## config.mk

```make
export PLATFORM = sky130hd
export DESIGN_NAME = singing_game_top
export DESIGN_NICKNAME = d
export VERILOG_FILES = /design/src/tuner_pkg.sv /design/src/singing_game_top.sv /design/src/game_controller.sv /design/src/melody_rom.sv /design/src/note_detector.sv
export VERILOG_INCLUDE_DIRS = /design/src /design/src/src
export SDC_FILE = /design/constraint.sdc
export NUM_CORES = 1
export LEC_CHECK = 0
export ABC_AREA = 1
export BUFFER_PORTS_ARGS = -buffer_cell sky130_fd_sc_hd__buf_2
export CAP_MARGIN = 20
export CORE_MARGIN = 4
export CORE_UTILIZATION = 35
export CTS_CLUSTER_SIZE = 28
export DETAILED_ROUTE_END_ITERATION = 10
export PLACE_DENSITY = 0.5
export SETUP_SLACK_MARGIN = 0.4
export SYNTH_ARGS = -nofsm -noshare
export SYNTH_HDL_FRONTEND = slang
export SYNTH_SLANG_ARGS = --single-unit
export TNS_END_PERCENT = 10
```

## constraint.sdc

```tcl
create_clock -name clk -period 3.38 [get_ports clk]
set_clock_uncertainty 0.1 [all_clocks]
set_input_delay 0.507 -clock clk [delete_from_list [all_inputs] [get_ports clk]]
set_output_delay 0.507 -clock clk [all_outputs]
set_load 0.02 [all_outputs]
```

## src/tuner_consts.svh

```systemverilog
`ifndef TUNER_CONSTS_SVH
`define TUNER_CONSTS_SVH

// ----------------------------------------
// Widths
// ----------------------------------------

`define NOTE_W      4
`define PERIOD_W    20
`define MIC_W       24
`define INDEX_W     6

// Tune length in notes
`define MELODY_LEN  62

// ----------------------------------------
// Base octave, hundredths of a hertz
// ----------------------------------------

`define FREQ100_C   26163
`define FREQ100_CS  27718
`define FREQ100_D   29366
`define FREQ100_DS  31113
`define FREQ100_E   32963
`define FREQ100_F   34923
`define FREQ100_FS  36999
`define FREQ100_G   39200
`define FREQ100_GS  41530
`define FREQ100_A   44000
`define FREQ100_AS  46616
`define FREQ100_B   49388

// Match window, percent of the nominal period
`define TOL_LOW     97
`define TOL_HIGH    103

`endif
```

## src/tuner_pkg.sv

```systemverilog
`default_nettype none

`include "tuner_consts.svh"

package tuner_pkg;

    // Note codes in ascending pitch, zero means silence
    typedef enum logic [`NOTE_W - 1:0] {
        NOTE_NONE = 0,
        NOTE_C,
        NOTE_CS,
        NOTE_D,
        NOTE_DS,
        NOTE_E,
        NOTE_F,
        NOTE_FS,
        NOTE_G,
        NOTE_GS,
        NOTE_A,
        NOTE_AS,
        NOTE_B
    } note_t;

    typedef enum logic [1:0] {
        IDLE,
        PLAYING,
        WIN,
        FAIL
    } game_state_t;

endpackage

`default_nettype wire

```

## src/singing_game_top.sv

```systemverilog
`timescale 1ns/1ps
`default_nettype none

`include "tuner_consts.svh"

module singing_game_top #(
    parameter int clk_hz        = 44000,
    parameter int stable_cycles = 32,
    parameter int max_period    = 1023
) (
    input  wire                     clk,
    input  wire                     rst,
    input  wire                     start_key,
    input  wire [`MIC_W - 1:0]      mic,
    output tuner_pkg::note_t        heard_note,
    output tuner_pkg::game_state_t  game_state,
    output logic [`INDEX_W - 1:0]   note_index,
    output logic                    hit,
    output logic                    miss
);

    import tuner_pkg::*;

    note_t target_note;

    note_detector #(
        .clk_hz        (clk_hz),
        .stable_cycles (stable_cycles),
        .max_period    (max_period)
    ) u_note_detector (
        .clk        (clk),
        .rst        (rst),
        .mic        (mic),
        .heard_note (heard_note)
    );

    // Combinational lookup of the note to sing next
    melody_rom u_melody_rom (
        .note_index  (note_index),
        .target_note (target_note)
    );

    game_controller u_game_controller (
        .clk         (clk),
        .rst         (rst),
        .start_key   (start_key),
        .heard_note  (heard_note),
        .target_note (target_note),
        .note_index  (note_index),
        .game_state  (game_state),
        .hit         (hit),
        .miss        (miss)
    );

endmodule

`default_nettype wire

```

## src/game_controller.sv

```systemverilog
`timescale 1ns/1ps
`default_nettype none

`include "tuner_consts.svh"

module game_controller (
    input  wire                     clk,
    input  wire                     rst,
    input  wire                     start_key,
    input  wire tuner_pkg::note_t   heard_note,
    input  wire tuner_pkg::note_t   target_note,
    output logic [`INDEX_W - 1:0]   note_index,
    output tuner_pkg::game_state_t  game_state,
    output logic                    hit,
    output logic                    miss
);

    import tuner_pkg::*;

    logic  prev_key;
    logic  key_press;
    note_t prev_heard;
    logic  note_event;
    logic  last_note;

    // ----------------------------------------
    // Key edge and note events
    // ----------------------------------------

    // Registered edge, so a press acts two cycles after it
    always_ff @(posedge clk or posedge rst) begin
        if (rst) begin
            prev_key  <= 1'b0;
            key_press <= 1'b0;
        end else begin
            prev_key  <= start_key;
            key_press <= start_key & ~prev_key;
        end
    end

    always_ff @(posedge clk or posedge rst) begin
        if (rst) begin
            prev_heard <= NOTE_NONE;
        end else begin
            prev_heard <= heard_note;
        end
    end

    // New stable note, a drop back to silence is not an event
    assign note_event = (heard_note != prev_heard) && (heard_note != NOTE_NONE);
    assign last_note  = (note_index == `INDEX_W'(`MELODY_LEN - 1));

    // ----------------------------------------
    // Game FSM
    // ----------------------------------------

    always_ff @(posedge clk or posedge rst) begin
        if (rst) begin
            game_state <= IDLE;
            note_index <= '0;
            hit        <= 1'b0;
            miss       <= 1'b0;
        end else begin
            case (game_state)
                IDLE: begin
                    if (key_press) begin
                        game_state <= PLAYING;
                        note_index <= '0;
                    end
                end
                PLAYING: begin
                    if (key_press) begin
                        // Abort
                        game_state <= IDLE;
                        note_index <= '0;
                        hit        <= 1'b0;
                        miss       <= 1'b0;
                    end else if (note_event) begin
                        if (heard_note == target_note) begin
                            hit <= 1'b1;
                            if (last_note) begin
                                game_state <= WIN;
                            end else begin
                                note_index <= note_index + 1'b1;
                            end
                        end else begin
                            hit        <= 1'b0;
                            miss       <= 1'b1;
                            game_state <= FAIL;
                        end
                    end
                end
                WIN, FAIL: begin
                    if (key_press) begin
                        game_state <= IDLE;
                        note_index <= '0;
                        hit        <= 1'b0;
                        miss       <= 1'b0;
                    end
                end
                default: begin
                    game_state <= IDLE;
                end
            endcase
        end
    end

    assert property (@(posedge clk) disable iff (rst) !(hit && miss))
        else $error("hit and miss both high");

    // Index never runs past the tune
    assert property (@(posedge clk) disable iff (rst) note_index < `MELODY_LEN)
        else $error("note_index past melody end: %0d", note_index);

endmodule

`default_nettype wire

```

## src/melody_rom.sv

```systemverilog
`timescale 1ns/1ps
`default_nettype none

`include "tuner_consts.svh"

module melody_rom (
    input  wire [`INDEX_W - 1:0]    note_index,
    output tuner_pkg::note_t        target_note
);

    import tuner_pkg::*;

    always_comb begin
        case (note_index)
            // Phrase 1
            0:  target_note = NOTE_E;
            1:  target_note = NOTE_G;
            2:  target_note = NOTE_D;
            3:  target_note = NOTE_C;
            4:  target_note = NOTE_D;
            5:  target_note = NOTE_E;
            6:  target_note = NOTE_G;
            7:  target_note = NOTE_D;
            // Phrase 2
            8:  target_note = NOTE_E;
            9:  target_note = NOTE_G;
            10: target_note = NOTE_D;
            11: target_note = NOTE_C;
            12: target_note = NOTE_G;
            13: target_note = NOTE_F;
            14: target_note = NOTE_E;
            15: target_note = NOTE_D;
            // Phrase 1 again
            16: target_note = NOTE_E;
            17: target_note = NOTE_G;
            18: target_note = NOTE_D;
            19: target_note = NOTE_C;
            20: target_note = NOTE_D;
            21: target_note = NOTE_E;
            22: target_note = NOTE_G;
            23: target_note = NOTE_D;
            // Cadence
            24: target_note = NOTE_E;
            25: target_note = NOTE_G;
            26: target_note = NOTE_D;
            27: target_note = NOTE_C;
            28: target_note = NOTE_G;
            // Bridge
            29: target_note = NOTE_G;
            30: target_note = NOTE_F;
            31: target_note = NOTE_E;
            32: target_note = NOTE_F;
            33: target_note = NOTE_E;
            34: target_note = NOTE_C;
            35: target_note = NOTE_F;
            36: target_note = NOTE_E;
            37: target_note = NOTE_D;
            38: target_note = NOTE_E;
            39: target_note = NOTE_D;
            40: target_note = NOTE_A;
            41: target_note = NOTE_G;
            42: target_note = NOTE_F;
            43: target_note = NOTE_E;
            44: target_note = NOTE_F;
            45: target_note = NOTE_E;
            46: target_note = NOTE_C;
            47: target_note = NOTE_F;
            48: target_note = NOTE_C;
            // Return of phrase 1
            49: target_note = NOTE_E;
            50: target_note = NOTE_G;
            51: target_note = NOTE_D;
            52: target_note = NOTE_C;
            53: target_note = NOTE_D;
            54: target_note = NOTE_E;
            55: target_note = NOTE_G;
            56: target_note = NOTE_D;
            // Final cadence
            57: target_note = NOTE_E;
            58: target_note = NOTE_G;
            59: target_note = NOTE_D;
            60: target_note = NOTE_C;
            61: target_note = NOTE_G;
            default: target_note = NOTE_NONE;
        endcase
    end

endmodule

`default_nettype wire

```

## src/note_detector.sv

```systemverilog
`timescale 1ns/1ps
`default_nettype none

`include "tuner_consts.svh"

module note_detector #(
    parameter int clk_hz        = 44000,
    parameter int stable_cycles = 32,
    parameter int max_period    = 1023
) (
    input  wire                     clk,
    input  wire                     rst,
    input  wire [`MIC_W - 1:0]      mic,
    output tuner_pkg::note_t        heard_note
);

    import tuner_pkg::*;

    localparam int cnt_w = $clog2(stable_cycles + 1);

    localparam int freq100_table [12] = '{
        `FREQ100_C,
        `FREQ100_CS,
        `FREQ100_D,
        `FREQ100_DS,
        `FREQ100_E,
        `FREQ100_F,
        `FREQ100_FS,
        `FREQ100_G,
        `FREQ100_GS,
        `FREQ100_A,
        `FREQ100_AS,
        `FREQ100_B
    };

    // Window edge in clock cycles, 64-bit so large clocks do not overflow
    function automatic longint window_edge(input int freq100, input int mult, input int tol);
        return (longint'(clk_hz) * tol) / (longint'(freq100) * mult);
    endfunction

    logic                   prev_sign;
    logic                   crossing;
    logic [`PERIOD_W - 1:0] counter;
    logic [`PERIOD_W - 1:0] period;
    note_t                  note_class;
    note_t                  cand_note;
    logic [cnt_w - 1:0]     stable_cnt;

    // ----------------------------------------
    // Zero crossing period
    // ----------------------------------------

    // Sign goes from negative to non-negative
    assign crossing = prev_sign & ~mic[`MIC_W - 1];

    always_ff @(posedge clk or posedge rst) begin
        if (rst) begin
            prev_sign <= 1'b0;
            counter   <= '0;
            period    <= '0;
        end else begin
            prev_sign <= mic[`MIC_W - 1];
            if (crossing) begin
                period  <= counter;
                counter <= '0;
            end else if (counter == `PERIOD_W'(max_period)) begin
                // Silence, counter parks here until the next crossing
                period <= '0;
            end else begin
                counter <= counter + 1'b1;
            end
        end
    end

    // ----------------------------------------
    // Period to note class
    // ----------------------------------------

    // First matching window wins; a zero period never matches
    always_comb begin : classify
        logic found;
        found      = 1'b0;
        note_class = NOTE_NONE;
        for (int n = 0; n < 12; n++) begin
            for (int m = 1; m <= 4; m = m * 2) begin
                if (!found
                    && period > window_edge(freq100_table[n], m, `TOL_LOW)
                    && period < window_edge(freq100_table[n], m, `TOL_HIGH)) begin
                    note_class = note_t'(n + 1);
                    found      = 1'b1;
                end
            end
        end
    end

    // ----------------------------------------
    // Stability filter
    // ----------------------------------------

    always_ff @(posedge clk or posedge rst) begin
        if (rst) begin
            cand_note  <= NOTE_NONE;
            stable_cnt <= '0;
            heard_note <= NOTE_NONE;
        end else begin
            cand_note <= note_class;
            if (note_class != cand_note) begin
                stable_cnt <= '0;
            end else if (stable_cnt != cnt_w'(stable_cycles)) begin
                stable_cnt <= stable_cnt + 1'b1;
            end else begin
                heard_note <= cand_note;
            end
        end
    end

    // Only legal codes reach the game
    assert property (@(posedge clk) disable iff (rst) heard_note <= NOTE_B)
        else $error("heard_note out of range: %0d", heard_note);

endmodule

`default_nettype wire

```

# Word level (Yosys, flattened, before mapping)
# Memory sizes are Yosys's and may differ from the RTL's.
# Cells that the tools add are included.
classes:
  addsub: 3
  order_cmp: 72
  n_eq_ne: 18
  mux: 99
  n_bitwise: 6
  n_reduce_logical: 119
ops:
  columns: ["operator", "count"]
  rows:
  - ["$gt A20 B6 Y1 const B", 12]
  - ["$gt A20 B7 Y1 const B", 12]
  - ["$lt A20 B6 Y1 const B", 12]
  - ["$lt A20 B7 Y1 const B", 12]
  - ["$gt A20 B5 Y1 const B", 7]
  - ["$lt A20 B5 Y1 const B", 6]
  - ["$lt A20 B8 Y1 const B", 6]
  - ["$gt A20 B8 Y1 const B", 5]
  - ["$mux W20", 4]
  - ["$logic_and A1 B1 Y1", 72]
  - ["$mux W4", 15]
  - ["$mux W1", 45]
  - ["$mux W6", 7]
  - ["$mux W3", 12]
  - ["$logic_not A1 Y1", 35]
  - ["$mux W2", 12]
  - ["$add A20 B1 Y20 const B", 1]
  - ["$eq A20 B10 Y1 const B", 1]
  - ["$add A6 B1 Y6 const B", 2]
  - ["$pmux W6 S2", 1]
  - ["$reduce_and A4 Y1", 3]
  - ["$ne A2 B1 Y1 const B", 4]
  - ["$ne A4 B4 Y1", 2]
  - ["$eq A6 B6 Y1 const B", 1]
  - ["other kinds (18)", 28]
word_totals:
  regBits: 71
  romBits: 256
  in_bits: 27
  output_inout_bits: 14
  word_cells: 331
  mem_count: 1
mem_list:
  columns: ["memory", "words", "width", "rd", "rd_ports_with_merged_regs", "write_ports", "line_no", "rtl"]
  rows:
  - ["(no name shown)", 64, 4, 1, 0, 0, "melody_rom.sv:14", "case (note_index)"]

# Depth between registers and ports, before layout
logic_depth:
  ltp_word: 146
  ltp_mapped: 27
  depth_no_buf: 26

# Hierarchy
# Synthesis repeated with hierarchy kept, for this count alone.
unflattened:
  hier_cells: 810
  hier_area_um2: 5451.5
by_module_without_submodules:
  columns: ["module", "instances", "cells_per_inst", "area_per_inst_um2", "seq_area_each_um2"]
  rows:
  - ["note_detector", 1, 572, 3926.3, 1376.3]
  - ["game_controller", 1, 136, 996.0, 400.4]
  - ["melody_rom", 1, 102, 529.3, 0.0]

# Worst setup path before layout
# Ideal clock, no wire load.
synth_timing:
  path_kind: "flip-flop to flip-flop"
  startpoint: "register u_note_detector.period[13]"
  endpoint: "register u_note_detector.heard_note[0]"
  setup_ps: 118
  arrival_ps: 2619
  required_ps: 3162
  slack_ps: 543
  path_stages_with_launch: 24
  n_path_buf: 1
  synth_period_minus_slack_ps: 2837
  path_cell_list: "dfrtp_1 nor2_2 nand2_2 nor2_4 buf_6 nand3_1 o21ai_1 o21ai_1 nor2_2 nand4_1 nor2_1 nand4_1 nor2_2 nand4_1 nor2_2 nand4_2 nand2_1 inv_1 nand4_1 nand2_1 nor2_2 nand4_1 nand2_1 nand2_1"
synth_between:
  elab_chain_len: 146
  elab_cells_between_ends: 252
  classes_between: "order compare: 72; eq/ne: 1; mux: 71; bitwise: 1; reduce/logical: 107"
synth_lines:
  columns: ["item", "line_no", "rtl"]
  rows:
  - ["start, declared", "note_detector.sv:44", "logic [`PERIOD_W - 1:0] period;"]
  - ["start signal, assigned", "note_detector.sv:64", "period <= counter;"]
  - ["$gt A20 B8 Y1 / $lt A20 B8 Y1 (equally long branches)", "note_detector.sv:87, note_detector.sv:88", null]
  - ["$logic_and A1 B1 Y1", "note_detector.sv:86", "if (!found"]
  - ["$mux W1", "note_detector.sv:86", null]
  - ["$logic_not A1 Y1", "note_detector.sv:86", null]
  - ["$logic_and A1 B1 Y1 (2 in a row)", "note_detector.sv:86", null]
  - ["$mux W1", "note_detector.sv:86", null]
  - ["$logic_not A1 Y1", "note_detector.sv:86", null]
  - ["$logic_and A1 B1 Y1 (2 in a row)", "note_detector.sv:86", null]
  - ["(+126 left out)", null, null]
  - ["$logic_and A1 B1 Y1 (2 in a row)", "note_detector.sv:86", null]
  - ["$mux W1", "note_detector.sv:86", null]
  - ["$logic_not A1 Y1", "note_detector.sv:86", null]
  - ["$logic_and A1 B1 Y1 (2 in a row)", "note_detector.sv:86", null]
  - ["$mux W4 (*)", "note_detector.sv:86", null]
  - ["$ne A4 B4 Y1 (*)", "note_detector.sv:107", "if (note_class != cand_note) begin"]
  - ["$not A1 Y1 (no line) (*)", null, null]
  - ["$reduce_and A2 Y1 (no line) (*)", null, null]
  - ["end signal, assigned", "note_detector.sv:112", "heard_note <= cand_note;"]
  - ["end, declared", "note_detector.sv:14", "output tuner_pkg::note_t heard_note"]
# Every way passes the cells marked *; elsewhere a longest branch is shown, timed or not.
# A chain may end at the register's enable or synchronous reset.

# Final worst setup path
layout_timing:
  startpoint: "register u_note_detector.period[15]"
  endpoint: "register u_note_detector.heard_note[3]"
# The elaborated chain is that of the path after synthesis.

==> impl_metrics.py <==
metrics = {
    "critical_path": {
        "cp.required_ns": 3.51,
        "critPathKind": "flip-flop to flip-flop",
        "worst-r2r-cell-count": 25,
        "r2r-start": "u_note_detector.period[15]$_DFFE_PP0P_",
        "worst_setup_path_end_kind": "flip-flop",
        "cp_max_fo": 5,
        "crit_path_start_kind": "flip-flop",
        "r2r-end": "u_note_detector.heard_note[3]$_DFFE_PP0P_",
        "r2r_slack_ns": 0.06,
        "arrival_ns": 3.46,
    },
    "sta": {
        "final_hold_viol_count": 0,
        "relSlewSlack_pct": 47.23,
        "finalWorstSetupSlack_ns": 0.05573,
        "min_period_over_period_pct": 98.35,
        "drv_slew": 0,
        "period_needed_ns": 3.324,
        "rsz0062_at_grt": "true",
        "setup_violations": 0,
        "max_freq_mhz": 300.8,
        "tightest_slew_ns": 0.7906,
    },
    "placement": {
        "dpl-instance-area_mm2": 0.005909,
        "hpwl_um": 12090,
        "io_buffers": 17,
        "dp_cells": 1013,
        "gp_congestion": 0.9438,
        "dpl_worst_slack_ns": -0.008694,
    },
    "job": {
        "maxCapViolations": 0,
    },
    "yosys": {
        "synthTopCellsByArea": "dfrtp_1, nand2_1, nor2_1",
        "synth_common_cells": "nand2_1, nor2_1, inv_1, dfrtp_1, nand3_1",
        "synth_top_area_cell": "dfrtp_1",
        "yosys_warnings": 0,
        "synth_seq_cells": 71,
        "synth_fp_nets": 801,
        "syn_area_mm2": 0.005192,
        "netlist.area_leader.share_pct": 34.22,
        "avgSynthCellArea_um2": 6.788,
        "syn_inst": 765,
        "ys_types": 47,
        "yosysMostFrequentCell": "nand2_1",
        "ys_seq_area_share_pct": 34.22,
        "synthArstFlopShare_pct": 100.0,
        "synth-edff-count": 0,
        "ys.flop_type": "dfrtp_1",
    },
    "power": {
        "p_per_area_mw_per_mm2": 461.1,
        "vdd_drop_max_mv": 0.2878,
        "p_total_mw": 2.958,
        "p_leak_nw": 3.193,
    },
    "global_route": {
        "grt_usage_pct": 18.71,
        "grt_pass1_vias": 5085,
        "grt_max_degree": 42,
        "antenna_found_initial": 0,
        "grt_overflow_total": 0,
        "grt_pass1_wl_um": 25110,
    },
    "clocking": {
        "clkSlewWorstSetupHoldPaths_ns": 0.06,
        "cts_tree": "done",
        "hold_buffers": 0,
        "clockRootBuffer": "clkbuf_16",
        "clock-sinks": 71,
        "clock_latency_ns": 0.35,
        "max-clock-path-buffers": 2,
        "numCtsBuffers": 9,
        "htreeDepth": 3,
    },
    "finish": {
        "nets": 882,
        "final_core_util_pct": 44.15,
        "fin_area_mm2": 0.006416,
        "synthToLayoutAreaGrowth_pct": 23.57,
        "final_cells": 1035,
        "drive_gt1_share_pct": 20.45,
        "diodes": 0,
    },
    "status": {
        "status": "finished clean",
    },
    "detailed_routing": {
        "wl_per_cell_um": 14.64,
        "viasPerCell": 5.116,
        "drtPass1Iterations": 5,
        "dr_total_vias": 5295,
        "antenna_left": 0,
        "drc_errors": 0,
        "wl_um": 15160,
        "drt_iter0_drc": 401,
    },
    "hold_path": {
        "worstHoldPathType": "input pin to async pin",
    },
    "die": {
        "die_w_um": 129.8,
        "num_rows": 44,
        "die_h_um": 129.8,
        "coreArea_mm2": 0.01453,
        "io-pin-count": 41,
        "start_util_pct": 35.73,
        "dieArea_mm2": 0.01685,
    },
}
## layer usage
| metal | up-vias | wire (um) | track usage, % |
|---|---|---|---|
| li1 | 2698 | - | - |
| met1 | 2459 | 7050 | 25.20 |
| met2 | 118 | 7268 | 30.36 |
| met3 | 20 | 584 | 3.807 |
| met4 | 0 | 253 | 5.807 |
| met5 | - | 0 | 0 |
## layout by cell type (no fill, tap or decap), drive strengths merged, types with 10 or more instances in the layout
cell type  Yosys  routed
buf            6      84
nand2        151     151
nand3         58      58
nand4         27      27
dfrtp         71      71
nor4          10      10
o21ai         55      55
a21oi         32      32
inv          116     119
nor3          35      35
nor2         131     131
## layout make-up
| type | count | area [um2] |
|---|---|---|
| fill | 1543 | 8118 |
| timing repair buffer | 84 | 616.8 |
| clock buffer | 9 | 225.2 |
| clock inverter | 7 | 101.3 |
| inverter | 118 | 447.9 |
| tap | 184 | 230.2 |
| multi-input combinational | 562 | 3014 |
| sequential | 71 | 1780 |
## timing repair
| action | in CTS | in global routing |
|---|---|---|
| gates resized for setup | 8 | 32 |
| buffers inserted | 4 | 2 |
| pin swaps | 5 | 6 |
| setup endpoints to repair | 11 | 20 |
## cells by family after synthesis
kind of cell	Yosys count	share of synthesized area, %
DFF	71	34.22
adders and majority gates	9	2.169
xor gates and xnor gates	12	2.024
buffers and inverters	132	10.14
and+or+nand+nor	422	38.10
AOI/OAI and AO/OA	119	13.35
## flip-flops by register name, indices dropped and copies added, names as in the netlist
register and flops:
u_game_controller.miss 1, u_note_detector.heard_note 4, u_note_detector.counter 20, u_game_controller.game_state 2
u_note_detector.period 20, u_note_detector.stable_cnt 6, u_game_controller.key_press 1, u_game_controller.prev_heard 4
u_game_controller.note_index 6, u_game_controller.hit 1, u_note_detector.cand_note 4, u_note_detector.prev_sign 1
u_game_controller.prev_key 1
## worst max-delay path by stage
stage	start	to	slack, ns	cells past startpoint
6_report	u_note_detector.period[15]$_DFFE_PP0P_	u_note_detector.heard_note[3]$_DFFE_PP0P_	0.06	25
5_1_grt	u_note_detector.period[15]$_DFFE_PP0P_	u_note_detector.heard_note[3]$_DFFE_PP0P_	-0.33	25
4_1_cts	u_note_detector.period[15]$_DFFE_PP0P_	u_note_detector.heard_note[3]$_DFFE_PP0P_	0.03	25
3_5_place_dp	u_note_detector.period[17]$_DFFE_PP0P_	u_note_detector.heard_note[3]$_DFFE_PP0P_	-0.009	24
3_3_place_gp	u_note_detector.period[17]$_DFFE_PP0P_	u_note_detector.heard_note[1]$_DFFE_PP0P_	0.02	24
2_1_floorplan	u_note_detector.period[13]$_DFFE_PP0P_	u_note_detector.heard_note[0]$_DFFE_PP0P_	0.54	23
## power by group
part / total (mW) / switching, mW / leakage, nW / internal (mW)
combinational: 0.866 / 0.537 / 2.09 / 0.329
clock: 1.04 / 0.388 / 0.153 / 0.653
sequential: 1.05 / 0.110 / 0.954 / 0.941
## critical path, cell delays in order, from the launching register on
cell and delay, ns:
dfrtp_1 0.39, nor2_2 0.16, nand2_2 0.13, buf_12 0.15, nor2_8 0.13, nand3_4 0.12
nor2_4 0.12, nand2_1 0.06, nand3b_1 0.09, nand4_1 0.13, nor2_1 0.11, nand4_1 0.09
nor2_1 0.11, nand4_1 0.10, nor2_2 0.11, nand4_1 0.10, nor2_2 0.17, nand4_4 0.12
nand2_2 0.09, inv_2 0.04, nand4_1 0.07, nand2_1 0.08, nor2_2 0.11, nand4_1 0.18
nand2_1 0.12, nand2_1 0.05
## per-stage QoR
stage | TNS [ns] | hold WS (ns)
floorplan | 0 | 0.2763
global placement | 0 | 0.2881
detailed placement | -0.02136 | 0.2801
CTS | 0 | 0.1630
global route | -2.583 | 0.1620
finish | 0 | 0.1611
No activity file was read; power rests on OpenSTA's default activity.
